--- src/rtl/link_pkg.sv ---
package link_pkg;

    // ==========================================================
    // frame sync bytes
    // ==========================================================
    localparam logic [7:0] rx_header_h = 8'hAA;
    localparam logic [7:0] rx_header_l = 8'h55;
    localparam logic [7:0] tx_header_h = 8'hAA;
    localparam logic [7:0] tx_header_l = 8'h44;

    // command codes seen on the command bus
    localparam logic [7:0] cmd_set_pins = 8'h10;
    localparam logic [7:0] cmd_set_dac  = 8'h20;
    localparam logic [7:0] cmd_echo     = 8'h30;

    // source code carried in upload frames
    localparam logic [7:0] src_echo = 8'h30;

    // ==========================================================
    // buffer sizes
    // ==========================================================
    localparam int max_payload    = 64;
    localparam int payload_addr_w = 6;
    localparam int echo_depth     = 16;

    typedef logic [15:0]               len_t;
    typedef logic [payload_addr_w-1:0] payload_addr_t;

endpackage

--- src/rtl/dac_pkg.sv ---
package dac_pkg;

    localparam int dac_w = 14;

    // 6554 / 8192, roughly 0.8
    localparam logic [dac_w-1:0] dac_scale = 14'd6554;

    // offset binary mid-scale
    localparam logic [dac_w-1:0] dac_zero = 14'h2000;

    typedef logic [dac_w-1:0] dac_sample_t;

endpackage

--- src/rtl/frame_parser.sv ---
`timescale 1ns/1ps

module frame_parser (
    input  logic                    clk,
    input  logic                    rst_n,
    input  logic [7:0]              usb_data,
    input  logic                    usb_data_valid,
    input  logic                    frame_release,
    input  link_pkg::payload_addr_t payload_addr,
    output logic [7:0]              payload_data,
    output logic                    parse_done,
    output logic [7:0]              frame_cmd,
    output link_pkg::len_t          frame_len
);
    import link_pkg::*;

    typedef enum logic [2:0] {
        ST_HDR_H,
        ST_HDR_L,
        ST_CMD,
        ST_LEN_H,
        ST_LEN_L,
        ST_PAYLOAD,
        ST_CSUM,
        ST_HOLD
    } state_t;

    state_t     state;
    logic       valid_d;
    logic       strobe;
    len_t       rx_len;
    len_t       byte_cnt;
    logic [7:0] sum;
    logic [7:0] payload_mem [max_payload];

    // one strobe per rising edge of the host valid
    assign strobe = usb_data_valid & ~valid_d;
    assign rx_len = {frame_len[15:8], usb_data};

    always_ff @(posedge clk or negedge rst_n) begin
        if (!rst_n) begin
            valid_d    <= 1'b0;
            state      <= ST_HDR_H;
            parse_done <= 1'b0;
            byte_cnt   <= '0;
            sum        <= '0;
            frame_cmd  <= '0;
            frame_len  <= '0;
        end else begin
            valid_d    <= usb_data_valid;
            parse_done <= 1'b0;
            if (state == ST_HOLD) begin
                // bytes arriving here are dropped
                if (frame_release) begin
                    state <= ST_HDR_H;
                end
            end else if (strobe) begin
                case (state)
                    ST_HDR_H: begin
                        if (usb_data == rx_header_h) begin
                            state <= ST_HDR_L;
                        end
                    end
                    ST_HDR_L: begin
                        if (usb_data == rx_header_l) begin
                            state <= ST_CMD;
                        end else if (usb_data != rx_header_h) begin
                            state <= ST_HDR_H;
                        end
                    end
                    ST_CMD: begin
                        frame_cmd <= usb_data;
                        sum       <= usb_data;
                        state     <= ST_LEN_H;
                    end
                    ST_LEN_H: begin
                        frame_len[15:8] <= usb_data;
                        sum             <= sum + usb_data;
                        state           <= ST_LEN_L;
                    end
                    ST_LEN_L: begin
                        frame_len[7:0] <= usb_data;
                        sum            <= sum + usb_data;
                        byte_cnt       <= '0;
                        // oversize frame, back to hunting
                        if (rx_len > len_t'(max_payload)) begin
                            state <= ST_HDR_H;
                        end else if (rx_len == '0) begin
                            state <= ST_CSUM;
                        end else begin
                            state <= ST_PAYLOAD;
                        end
                    end
                    ST_PAYLOAD: begin
                        sum      <= sum + usb_data;
                        byte_cnt <= byte_cnt + 1'b1;
                        if (byte_cnt + 1'b1 == frame_len) begin
                            state <= ST_CSUM;
                        end
                    end
                    ST_CSUM: begin
                        if (usb_data == sum) begin
                            parse_done <= 1'b1;
                            state      <= ST_HOLD;
                        end else begin
                            state <= ST_HDR_H;
                        end
                    end
                    default: state <= ST_HDR_H;
                endcase
            end
        end
    end

    // payload buffer, registered read port
    always_ff @(posedge clk) begin
        if (strobe && state == ST_PAYLOAD) begin
            payload_mem[byte_cnt[payload_addr_w-1:0]] <= usb_data;
        end
        payload_data <= payload_mem[payload_addr];
    end

endmodule

--- src/rtl/command_dispatcher.sv ---
`timescale 1ns/1ps

module command_dispatcher (
    input  logic                    clk,
    input  logic                    rst_n,
    input  logic                    parse_done,
    input  logic [7:0]              frame_cmd,
    input  link_pkg::len_t          frame_len,
    output link_pkg::payload_addr_t payload_addr,
    input  logic [7:0]              payload_data,
    output logic                    frame_release,
    input  logic                    cmd_ready,
    output logic [7:0]              cmd_type,
    output link_pkg::len_t          cmd_length,
    output logic [7:0]              cmd_data,
    output link_pkg::len_t          cmd_data_index,
    output logic                    cmd_start,
    output logic                    cmd_data_valid,
    output logic                    cmd_done,
    output logic                    led_out
);
    import link_pkg::*;

    typedef enum logic [1:0] {ST_IDLE, ST_WAIT, ST_RUN} state_t;

    state_t state;
    logic   launch;
    logic   rd_issue;
    logic   rd_end;
    logic   rd_issue_d;
    logic   end_d;
    len_t   rd_idx;
    len_t   rd_idx_d;

    assign launch        = (parse_done || state == ST_WAIT) && cmd_ready;
    assign rd_issue      = (state == ST_RUN) && (rd_idx != cmd_length);
    assign rd_end        = (state == ST_RUN) && (rd_idx == cmd_length);
    assign payload_addr  = rd_idx[payload_addr_w-1:0];
    // parser is freed as the command completes
    assign frame_release = cmd_done;

    always_ff @(posedge clk or negedge rst_n) begin
        if (!rst_n) begin
            state          <= ST_IDLE;
            rd_idx         <= '0;
            rd_idx_d       <= '0;
            rd_issue_d     <= 1'b0;
            end_d          <= 1'b0;
            cmd_start      <= 1'b0;
            cmd_data_valid <= 1'b0;
            cmd_done       <= 1'b0;
            led_out        <= 1'b0;
            cmd_type       <= '0;
            cmd_length     <= '0;
            cmd_data       <= '0;
            cmd_data_index <= '0;
        end else begin
            cmd_start <= 1'b0;
            // ==========================================================
            // read latency pipeline, beat two cycles after the address
            // ==========================================================
            rd_issue_d     <= rd_issue;
            rd_idx_d       <= rd_idx;
            end_d          <= rd_end;
            cmd_data_valid <= rd_issue_d;
            cmd_done       <= end_d;
            if (rd_issue_d) begin
                cmd_data       <= payload_data;
                cmd_data_index <= rd_idx_d;
            end
            case (state)
                ST_RUN: begin
                    if (rd_issue) begin
                        rd_idx <= rd_idx + 1'b1;
                    end else begin
                        state <= ST_IDLE;
                    end
                end
                default: begin
                    if (launch) begin
                        state      <= ST_RUN;
                        cmd_start  <= 1'b1;
                        cmd_type   <= frame_cmd;
                        cmd_length <= frame_len;
                        rd_idx     <= '0;
                        led_out    <= ~led_out;
                    end else if (parse_done) begin
                        // handler busy, hold the frame
                        state <= ST_WAIT;
                    end
                end
            endcase
        end
    end

endmodule

--- src/rtl/output_level_handler.sv ---
`timescale 1ns/1ps

module output_level_handler (
    input  logic                 clk,
    input  logic                 rst_n,
    input  logic [7:0]           cmd_type,
    input  link_pkg::len_t       cmd_length,
    input  logic [7:0]           cmd_data,
    input  link_pkg::len_t       cmd_data_index,
    input  logic                 cmd_start,
    input  logic                 cmd_data_valid,
    input  logic                 cmd_done,
    output logic [7:0]           pins,
    output dac_pkg::dac_sample_t dac_data_a,
    output dac_pkg::dac_sample_t dac_data_b
);
    import link_pkg::*;
    import dac_pkg::*;

    logic       pin_cmd;
    logic       dac_cmd;
    logic [7:0] dac_bytes [4];

    // 14-bit signed sample, scaled to 0.8, sign bit flipped
    function automatic dac_sample_t to_offset_binary(input logic [7:0] hi, input logic [7:0] lo);
        logic signed [dac_w-1:0]   sample;
        logic signed [2*dac_w-1:0] product;
        sample  = {hi[5:0], lo};
        product = sample * $signed(dac_scale);
        return {~product[2*dac_w-2], product[2*dac_w-3:dac_w-1]};
    endfunction

    always_ff @(posedge clk or negedge rst_n) begin
        if (!rst_n) begin
            pin_cmd    <= 1'b0;
            dac_cmd    <= 1'b0;
            pins       <= '0;
            dac_data_a <= dac_zero;
            dac_data_b <= dac_zero;
        end else begin
            if (cmd_start) begin
                pin_cmd <= (cmd_type == cmd_set_pins);
                dac_cmd <= (cmd_type == cmd_set_dac) && (cmd_length == 16'd4);
            end
            if (pin_cmd && cmd_data_valid && cmd_data_index == '0) begin
                pins <= cmd_data;
            end
            if (dac_cmd && cmd_done) begin
                dac_data_a <= to_offset_binary(dac_bytes[0], dac_bytes[1]);
                dac_data_b <= to_offset_binary(dac_bytes[2], dac_bytes[3]);
            end
        end
    end

    // a_hi, a_lo, b_hi, b_lo
    always_ff @(posedge clk) begin
        if (dac_cmd && cmd_data_valid) begin
            dac_bytes[cmd_data_index[1:0]] <= cmd_data;
        end
    end

endmodule

--- src/rtl/echo_handler.sv ---
`timescale 1ns/1ps

module echo_handler (
    input  logic           clk,
    input  logic           rst_n,
    input  logic [7:0]     cmd_type,
    input  link_pkg::len_t cmd_length,
    input  logic [7:0]     cmd_data,
    input  link_pkg::len_t cmd_data_index,
    input  logic           cmd_start,
    input  logic           cmd_data_valid,
    input  logic           cmd_done,
    output logic           cmd_ready,
    output logic           upload_req,
    output logic [7:0]     upload_source,
    output link_pkg::len_t upload_len,
    output logic [7:0]     upload_data,
    output logic           upload_valid,
    input  logic           upload_ready
);
    import link_pkg::*;

    logic       busy;
    logic       echo_start;
    len_t       rd_ptr;
    logic [7:0] echo_mem [echo_depth];

    assign echo_start    = cmd_start && (cmd_type == cmd_echo);
    // drops in the same cycle as the echo start
    assign cmd_ready     = ~busy & ~echo_start;
    assign upload_source = src_echo;
    assign upload_valid  = upload_req;
    assign upload_data   = echo_mem[rd_ptr[$clog2(echo_depth)-1:0]];

    always_ff @(posedge clk or negedge rst_n) begin
        if (!rst_n) begin
            busy       <= 1'b0;
            upload_req <= 1'b0;
            upload_len <= '0;
            rd_ptr     <= '0;
        end else begin
            if (echo_start) begin
                busy       <= 1'b1;
                rd_ptr     <= '0;
                upload_len <= (cmd_length > len_t'(echo_depth)) ? len_t'(echo_depth) : cmd_length;
            end
            if (busy && cmd_done) begin
                // empty echo has nothing to send
                if (upload_len == '0) begin
                    busy <= 1'b0;
                end else begin
                    upload_req <= 1'b1;
                end
            end
            if (upload_valid && upload_ready) begin
                rd_ptr <= rd_ptr + 1'b1;
                if (rd_ptr + 1'b1 == upload_len) begin
                    upload_req <= 1'b0;
                    busy       <= 1'b0;
                end
            end
        end
    end

    // bytes past the buffer depth are ignored
    always_ff @(posedge clk) begin
        if (busy && cmd_data_valid && cmd_data_index < len_t'(echo_depth)) begin
            echo_mem[cmd_data_index[$clog2(echo_depth)-1:0]] <= cmd_data;
        end
    end

endmodule

--- src/rtl/upload_framer.sv ---
`timescale 1ns/1ps

module upload_framer (
    input  logic           clk,
    input  logic           rst_n,
    input  logic           upload_req,
    input  logic [7:0]     upload_source,
    input  link_pkg::len_t upload_len,
    input  logic [7:0]     upload_data,
    input  logic           upload_valid,
    output logic           upload_ready,
    output logic [7:0]     usb_upload_data,
    output logic           usb_upload_valid,
    input  logic           usb_upload_ready
);
    import link_pkg::*;

    typedef enum logic [2:0] {
        ST_IDLE,
        ST_HDR_L,
        ST_SRC,
        ST_LEN_H,
        ST_LEN_L,
        ST_DATA,
        ST_CSUM
    } state_t;

    state_t     state;
    logic       load;
    len_t       len_q;
    len_t       data_cnt;
    logic [7:0] sum;

    // output register is empty or its byte leaves this cycle
    assign load         = ~usb_upload_valid | usb_upload_ready;
    assign upload_ready = (state == ST_DATA) && load;

    always_ff @(posedge clk or negedge rst_n) begin
        if (!rst_n) begin
            state            <= ST_IDLE;
            usb_upload_valid <= 1'b0;
            usb_upload_data  <= '0;
            len_q            <= '0;
            data_cnt         <= '0;
            sum              <= '0;
        end else if (load) begin
            usb_upload_valid <= 1'b0;
            case (state)
                ST_IDLE: begin
                    if (upload_req) begin
                        usb_upload_data  <= tx_header_h;
                        usb_upload_valid <= 1'b1;
                        len_q            <= upload_len;
                        state            <= ST_HDR_L;
                    end
                end
                ST_HDR_L: begin
                    usb_upload_data  <= tx_header_l;
                    usb_upload_valid <= 1'b1;
                    state            <= ST_SRC;
                end
                ST_SRC: begin
                    usb_upload_data  <= upload_source;
                    usb_upload_valid <= 1'b1;
                    sum              <= upload_source;
                    state            <= ST_LEN_H;
                end
                ST_LEN_H: begin
                    usb_upload_data  <= len_q[15:8];
                    usb_upload_valid <= 1'b1;
                    sum              <= sum + len_q[15:8];
                    state            <= ST_LEN_L;
                end
                ST_LEN_L: begin
                    usb_upload_data  <= len_q[7:0];
                    usb_upload_valid <= 1'b1;
                    sum              <= sum + len_q[7:0];
                    data_cnt         <= '0;
                    state            <= (len_q == '0) ? ST_CSUM : ST_DATA;
                end
                ST_DATA: begin
                    if (upload_valid) begin
                        usb_upload_data  <= upload_data;
                        usb_upload_valid <= 1'b1;
                        sum              <= sum + upload_data;
                        data_cnt         <= data_cnt + 1'b1;
                        if (data_cnt + 1'b1 == len_q) begin
                            state <= ST_CSUM;
                        end
                    end
                end
                ST_CSUM: begin
                    usb_upload_data  <= sum;
                    usb_upload_valid <= 1'b1;
                    state            <= ST_IDLE;
                end
                default: state <= ST_IDLE;
            endcase
        end
    end

endmodule

--- src/rtl/usb_command_bridge.sv ---
`timescale 1ns/1ps

module usb_command_bridge (
    input  logic                 clk,
    input  logic                 rst_n,
    input  logic [7:0]           usb_data,
    input  logic                 usb_data_valid,
    output logic                 led_out,
    output logic [7:0]           pins,
    output dac_pkg::dac_sample_t dac_data_a,
    output dac_pkg::dac_sample_t dac_data_b,
    output logic [7:0]           usb_upload_data,
    output logic                 usb_upload_valid,
    input  logic                 usb_upload_ready
);
    import link_pkg::*;

    // ==========================================================
    // parser to dispatcher
    // ==========================================================
    payload_addr_t payload_addr;
    logic [7:0]    payload_data;
    logic          parse_done;
    logic [7:0]    frame_cmd;
    len_t          frame_len;
    logic          frame_release;

    // command bus
    logic [7:0] cmd_type;
    len_t       cmd_length;
    logic [7:0] cmd_data;
    len_t       cmd_data_index;
    logic       cmd_start;
    logic       cmd_data_valid;
    logic       cmd_done;
    logic       cmd_ready;

    // echo handler to framer
    logic       upload_req;
    logic [7:0] upload_source;
    len_t       upload_len;
    logic [7:0] upload_data;
    logic       upload_valid;
    logic       upload_ready;

    // port names match the wires above
    frame_parser u_parser (.*);

    command_dispatcher u_dispatcher (.*);

    output_level_handler u_levels (.*);

    echo_handler u_echo (.*);

    upload_framer u_framer (.*);

endmodule

--- config.mk ---
export PLATFORM = sky130hd
export DESIGN_NAME = usb_command_bridge
export DESIGN_NICKNAME = d
export VERILOG_FILES = /design/src/rtl/link_pkg.sv /design/src/rtl/dac_pkg.sv /design/src/rtl/frame_parser.sv /design/src/rtl/command_dispatcher.sv /design/src/rtl/output_level_handler.sv /design/src/rtl/echo_handler.sv /design/src/rtl/upload_framer.sv /design/src/rtl/usb_command_bridge.sv
export SDC_FILE = /design/constraint.sdc
export NUM_CORES = 2
export LEC_CHECK = 0
export BUFFER_PORTS_ARGS = -buffer_cell sky130_fd_sc_hd__buf_2
export CORE_MARGIN = 3
export CORE_UTILIZATION = 47
export DETAILED_ROUTE_END_ITERATION = 10
export HOLD_SLACK_MARGIN = 0.15
export PLACE_DENSITY_LB_ADDON = 0.15
export SKIP_CTS_REPAIR_TIMING = 1
export SLEW_MARGIN = 20
export SYNTH_ARGS = -nofsm -noshare
export SYNTH_HDL_FRONTEND = slang
export SYNTH_SLANG_ARGS = --single-unit
--- constraint.sdc ---
create_clock -name clk -period 6.61 [get_ports clk]
set_input_delay 1.983 -clock clk [delete_from_list [all_inputs] [get_ports clk]]
set_output_delay 1.983 -clock clk [all_outputs]
set_load 0.03 [all_outputs]
Yosys cells after proc, flatten, opt, wreduce, memory -nomap -nowiden
Memories as Yosys holds them, arrays and structs flattened. A register that Yosys moved wholly into a read port is not among the register bits. Index checks and enable logic that the tools add are counted.

Multiply operators: 2. Shift operators: 0. Multiplexer cells: 58. Reduce and logical (&&, ||, !) cells: 48. Equality and inequality tests: 37. Order comparisons: 3. Bitwise gates (word level): 12. $add $sub $neg: 8. Div/mod/pow operators: 0.

Operators by type and width (number): $mux 16 (7); $add 16x1->16 const B (4); $eq 16x16->1 (4); $logic_not 16->1 (4); $pmux 16 s2 (2); $pmux 8 s7 (1); $mul 14x13->26 const B (2); $mux 3 (12); $add 8x8->8 (4); $pmux 8 s4 (1); $mux 8 (3); $reduce_and 3->1 (8); $mux 1 (22); $eq 3x3->1 const B (7); $pmux 3 s7 (1); $pmux 3 s6 (1); $eq 16x3->1 const B (1); $eq 8x6->1 const B (2); $gt 16x5->1 const B (1); $gt 16x7->1 const B (1); $lt 16x5->1 const B (1); $ne 16x16->1 (1); $pmux 8 s2 (1); $logic_and 1x1->1 (15); other kinds (30) (62).

ROM bits: 0. Latch bits: 0. Memories kept: 3. Bits in registers: 265. Memory bits (writable): 672. Logic and storage cells: 207.

Memory list: u_parser.payload_mem (words 64, bits a word 8, rd ports 1, clocked after memory_dff 1, write ports 1, RTL line frame_parser.sv:34) `logic [7:0] payload_mem [max_payload];`; u_echo.echo_mem (words 16, bits a word 8, rd ports 1, clocked after memory_dff 0, write ports 1, RTL line echo_handler.sv:26) `logic [7:0] echo_mem [echo_depth];`; u_levels.dac_bytes (words 4, bits a word 8, rd ports 4, clocked after memory_dff 0, write ports 1, RTL line output_level_handler.sv:22) `logic [7:0] dac_bytes [4];`.

Depth between registers and ports, before layout
Depth after elaboration: 7. Depth in mapped cells: 19. Depth with buffers taken out: 19.

By module
Synthesis repeated with hierarchy kept, for this count alone.

Cells, all modules: 3210. Area, all modules: 46109.2 um^2.

By module, submodules not included: frame_parser (instances 1, cells an instance 1173, area an instance 23142.2 um^2); output_level_handler (instances 1, cells an instance 868, area an instance 8685.8 um^2); echo_handler (instances 1, cells an instance 446, area an instance 7071.8 um^2); command_dispatcher (instances 1, cells an instance 312, area an instance 3632.2 um^2); upload_framer (instances 1, cells an instance 411, area an instance 3577.2 um^2).

Least setup slack after synthesis
No wires, ideal clock.

Kind: register to register. Start: memory u_levels.dac_bytes[0][5]. End: register u_levels.dac_data_a[10]. Slack: 1.834 ns. Library setup time: 0.134 ns. Cell stages (with the launch flop): 19. Clock period less this slack: 4.776 ns. Data arrival time: 4.642 ns. Cells stage by stage: edfxtp_1 -> clkbuf_1 -> inv_1 -> fa_1 -> inv_1 -> ha_1 -> inv_1 -> fa_1 -> fa_1 -> inv_1 -> ha_1 -> a21o_1 -> a21o_1 -> a21o_1 -> o211ai_1 -> o21ai_1 -> a21o_1 -> a211oi_1 -> o31ai_1.

RTL lines: start, declared (RTL line output_level_handler.sv:22); end signal, assigned (RTL line output_level_handler.sv:38) `dac_data_a <= dac_zero;`; end signal, assigned (RTL line output_level_handler.sv:49) `dac_data_a <= to_offset_binary(dac_bytes[0], dac_bytes[1]);`; end, declared (RTL line output_level_handler.sv:14) `output dac_pkg::dac_sample_t dac_data_a,`.

==> results.md <==
* Status: finished clean
* Ys Warns at 0
* Area grow syn2layout at 10.6%
* R2R setup slack at 1.45 ns
* Power Total at 13.4 mW
* Post-DP HPWL at 64.2 mm
* Finish-stage setup viols at 0
* Clk root buf: clkbuf_16
* WP data required at 7.16 ns
* Row Count at 112
* RSZ-0062 raised after global routing: no
* Core area at 93700 sq um
* Vias in the first global route at 25847
* Largest cells by area after synthesis: edfxtp_1 45%, dfrtp_1 15%, mux4_2 11%
* Post-layout util at 52.6%
* CTS Buf Count at 99
* Cell total after placement at 4209
* Initial antenna violation count at 1
* Synth top area share at 45.0%
* Buffers on Ports at 57
* Fin. Hold Viols at 0
* Kind of critical path: flop to flop
* Final cell count without fillers at 4392
* Layout cell share with drive strength beyond 1 at 17.3%
* Hold Path Class: flop to flop
* Slew Viols, Final at 0
* Worst-skew pair later-pin latency at 0.66 ns
* Setup slack at placement at 1.39 ns
* Final Skew at 0.0253 ns
* Top FF cell, synth: edfxtp_1
* Sequential cell area fraction in the yosys report at 60.2%
* CTS tree: done
* DR iter-0 viols at 1942
* Syn_nets at 3268
* Arrival time at the worst endpoint at 5.71 ns
* Final GP Congestion at 0.844
* Most common cell after layout, fill and taps aside: edfxtp_1
* Multi-input logic area at 16500 sq um
* Leak at 19.5 nW
* CP max FO at 19
* Die Ht at 314 um
* Largest register FFs at 512
* PD cells at 272 nW/um^2
* Chip width at 314 um
* NumNets Final at 3324
* Ant diodes at 0
* Post-layout minimum cycle time at 5.16 ns
* DR pass1 iterations at 5
* Slew HR at 26.7%
* Async SR Flop Fraction at 28.2%
* Max cap viols at 0
* Layout filler cell count at 7635
* IO Count at 58
* Clk sinks at 941
* Worst slew pin tran at 1.09 ns
* Commonest non-fill, non-tap cells in the layout: 668 x edfxtp_1, 259 x dfrtp_1, 248 x nand2_1, 208 x mux4_2, 185 x inv_1
* Post-synth cell types at 80
* Largest net degree at the start of global routing at 105
* Max Root-Sink Buffers at 3
* Clk slew on worst S/H paths at 0.06 ns
* Syn Inst Count at 3000
* Post-Route WL at 98.2 mm
* Worst vdd ir at 0.288 mV
* Area after DPL at 46100 sq um
* Total GRT Usage at 20.4%
* Cell Area, Synth at 44600 sq um
* EDFF count, synth at 668
* Via count at 24807
* Flop and latch count out of synthesis at 941
* Wire per inst at 22.4 um
* Grt ovf at 0
* DRC Markers at 0
* Peak Freq at 194 MHz
* Via density at 5.65
* Starting density of the core at 47.6%
* H-tree Lvls at 3
* Sequential cell area at 26900 sq um
* Post-synthesis area per instance at 14.9 sq um
* Die area at 98700 sq um
* First-pass GRT wire length at 155 mm
* Worst Setup Start Kind: flop
* Final period utilization at 78.1%
* Hold_ws at 0.357 ns
* DRT antenna net count at 0
* Setup TNS at 0 ns
* Design area at 49300 sq um
* Worst setup EP type: flop
* Synth area leader: edfxtp_1
* Final worst slack at 1.45 ns
==> critical path, cell delays in order, from the launching register on <==
cell and delay, ns:
edfxtp_1 0.81, inv_1 0.31, fa_1 0.59, inv_1 0.04
ha_1 0.33, inv_1 0.08, fa_1 0.49, fa_1 0.50
inv_1 0.05, ha_1 0.31, o21a_1 0.20, nor2_1 0.08
a21oi_1 0.10, a221oi_2 0.40, o211ai_1 0.24, o31ai_1 0.29
xnor2_1 0.16, o21ai_1 0.08
==> layout make-up <==
| cell class | count | share of cell area, % |
|---|---|---|
| clock buffer | 130 | 5.47 |
| clock inverter | 53 | 0.961 |
| inverter | 185 | 1.41 |
| multi-input combinational | 1740 | 33.4 |
| sequential | 941 | 54.5 |
| tap | 1254 | 3.18 |
| timing repair buffer | 89 | 1.14 |
==> routing by layer <==
layer / GRT usage (%) / wire length [um] / part of all wire, %
met3: 3.12 / 4640 / 4.7
met5: 0 / 0 / 0
met4: 5.02 / 2080 / 2.1
met1: 27.8 / 42200 / 43
met2: 34.5 / 49300 / 50
==> cell usage after synthesis (28+ instances only) <==
library cell and n:
a21o_1 31, a21oi_1 71, clkbuf_1 92, dfrtp_1 263
edfxtp_1 668, fa_1 98, ha_1 158, inv_1 185
mux2_2 79, mux2i_1 28, mux4_2 208, nand2_1 249
nand3_1 46, nor2_1 169, nor4_1 31, o21ai_0 127
xnor2_1 89, xor2_1 77
==> kinds of logic (layout without fill, tap and decap cells) <==
kind of cell	after synthesis	count (layout)	synth area share [%]
adders and majority gates	256	256	8.83
xor gates and xnor gates	166	166	3.26
AOI/OAI and AO/OA	356	356	4.95
buffers and inverters	319	457	2.95
and+or+nand+nor	647	647	6.69
DFF	941	941	60.2
muxes	315	315	13.1
==> where the power goes <==
| part | switching, mW | internal [mW] |
|---|---|---|
| Sequential | 0.274 | 6.50 |
| Clock | 2.26 | 3.18 |
| Combinational | 0.731 | 0.489 |
| Total | 3.27 | 10.2 |
==> worst paths after layout <==
| kind | startpoint | to | depth (start not counted) |
|---|---|---|---|
| max | u_levels.dac_bytes[2][5]$_DFFE_PP_ | u_levels.dac_data_b[13]$_DFFE_PN1P_ | 17 |
| min | u_dispatcher.end_d$_DFF_PN0_ | u_dispatcher.cmd_done$_DFF_PN0_ | 0 |
| max reg2reg | u_levels.dac_bytes[2][5]$_DFFE_PP_ | u_levels.dac_data_b[13]$_DFFE_PN1P_ | 17 |
| min reg2reg | u_dispatcher.end_d$_DFF_PN0_ | u_dispatcher.cmd_done$_DFF_PN0_ | 0 |
| max in group asynchronous | rst_n | u_dispatcher.rd_idx[1]$_DFFE_PN0P_ | 2 |
| min in group asynchronous | rst_n | u_levels.dac_data_a[2]$_DFFE_PN0P_ | 1 |
Power figures use the tool's default switching activity.
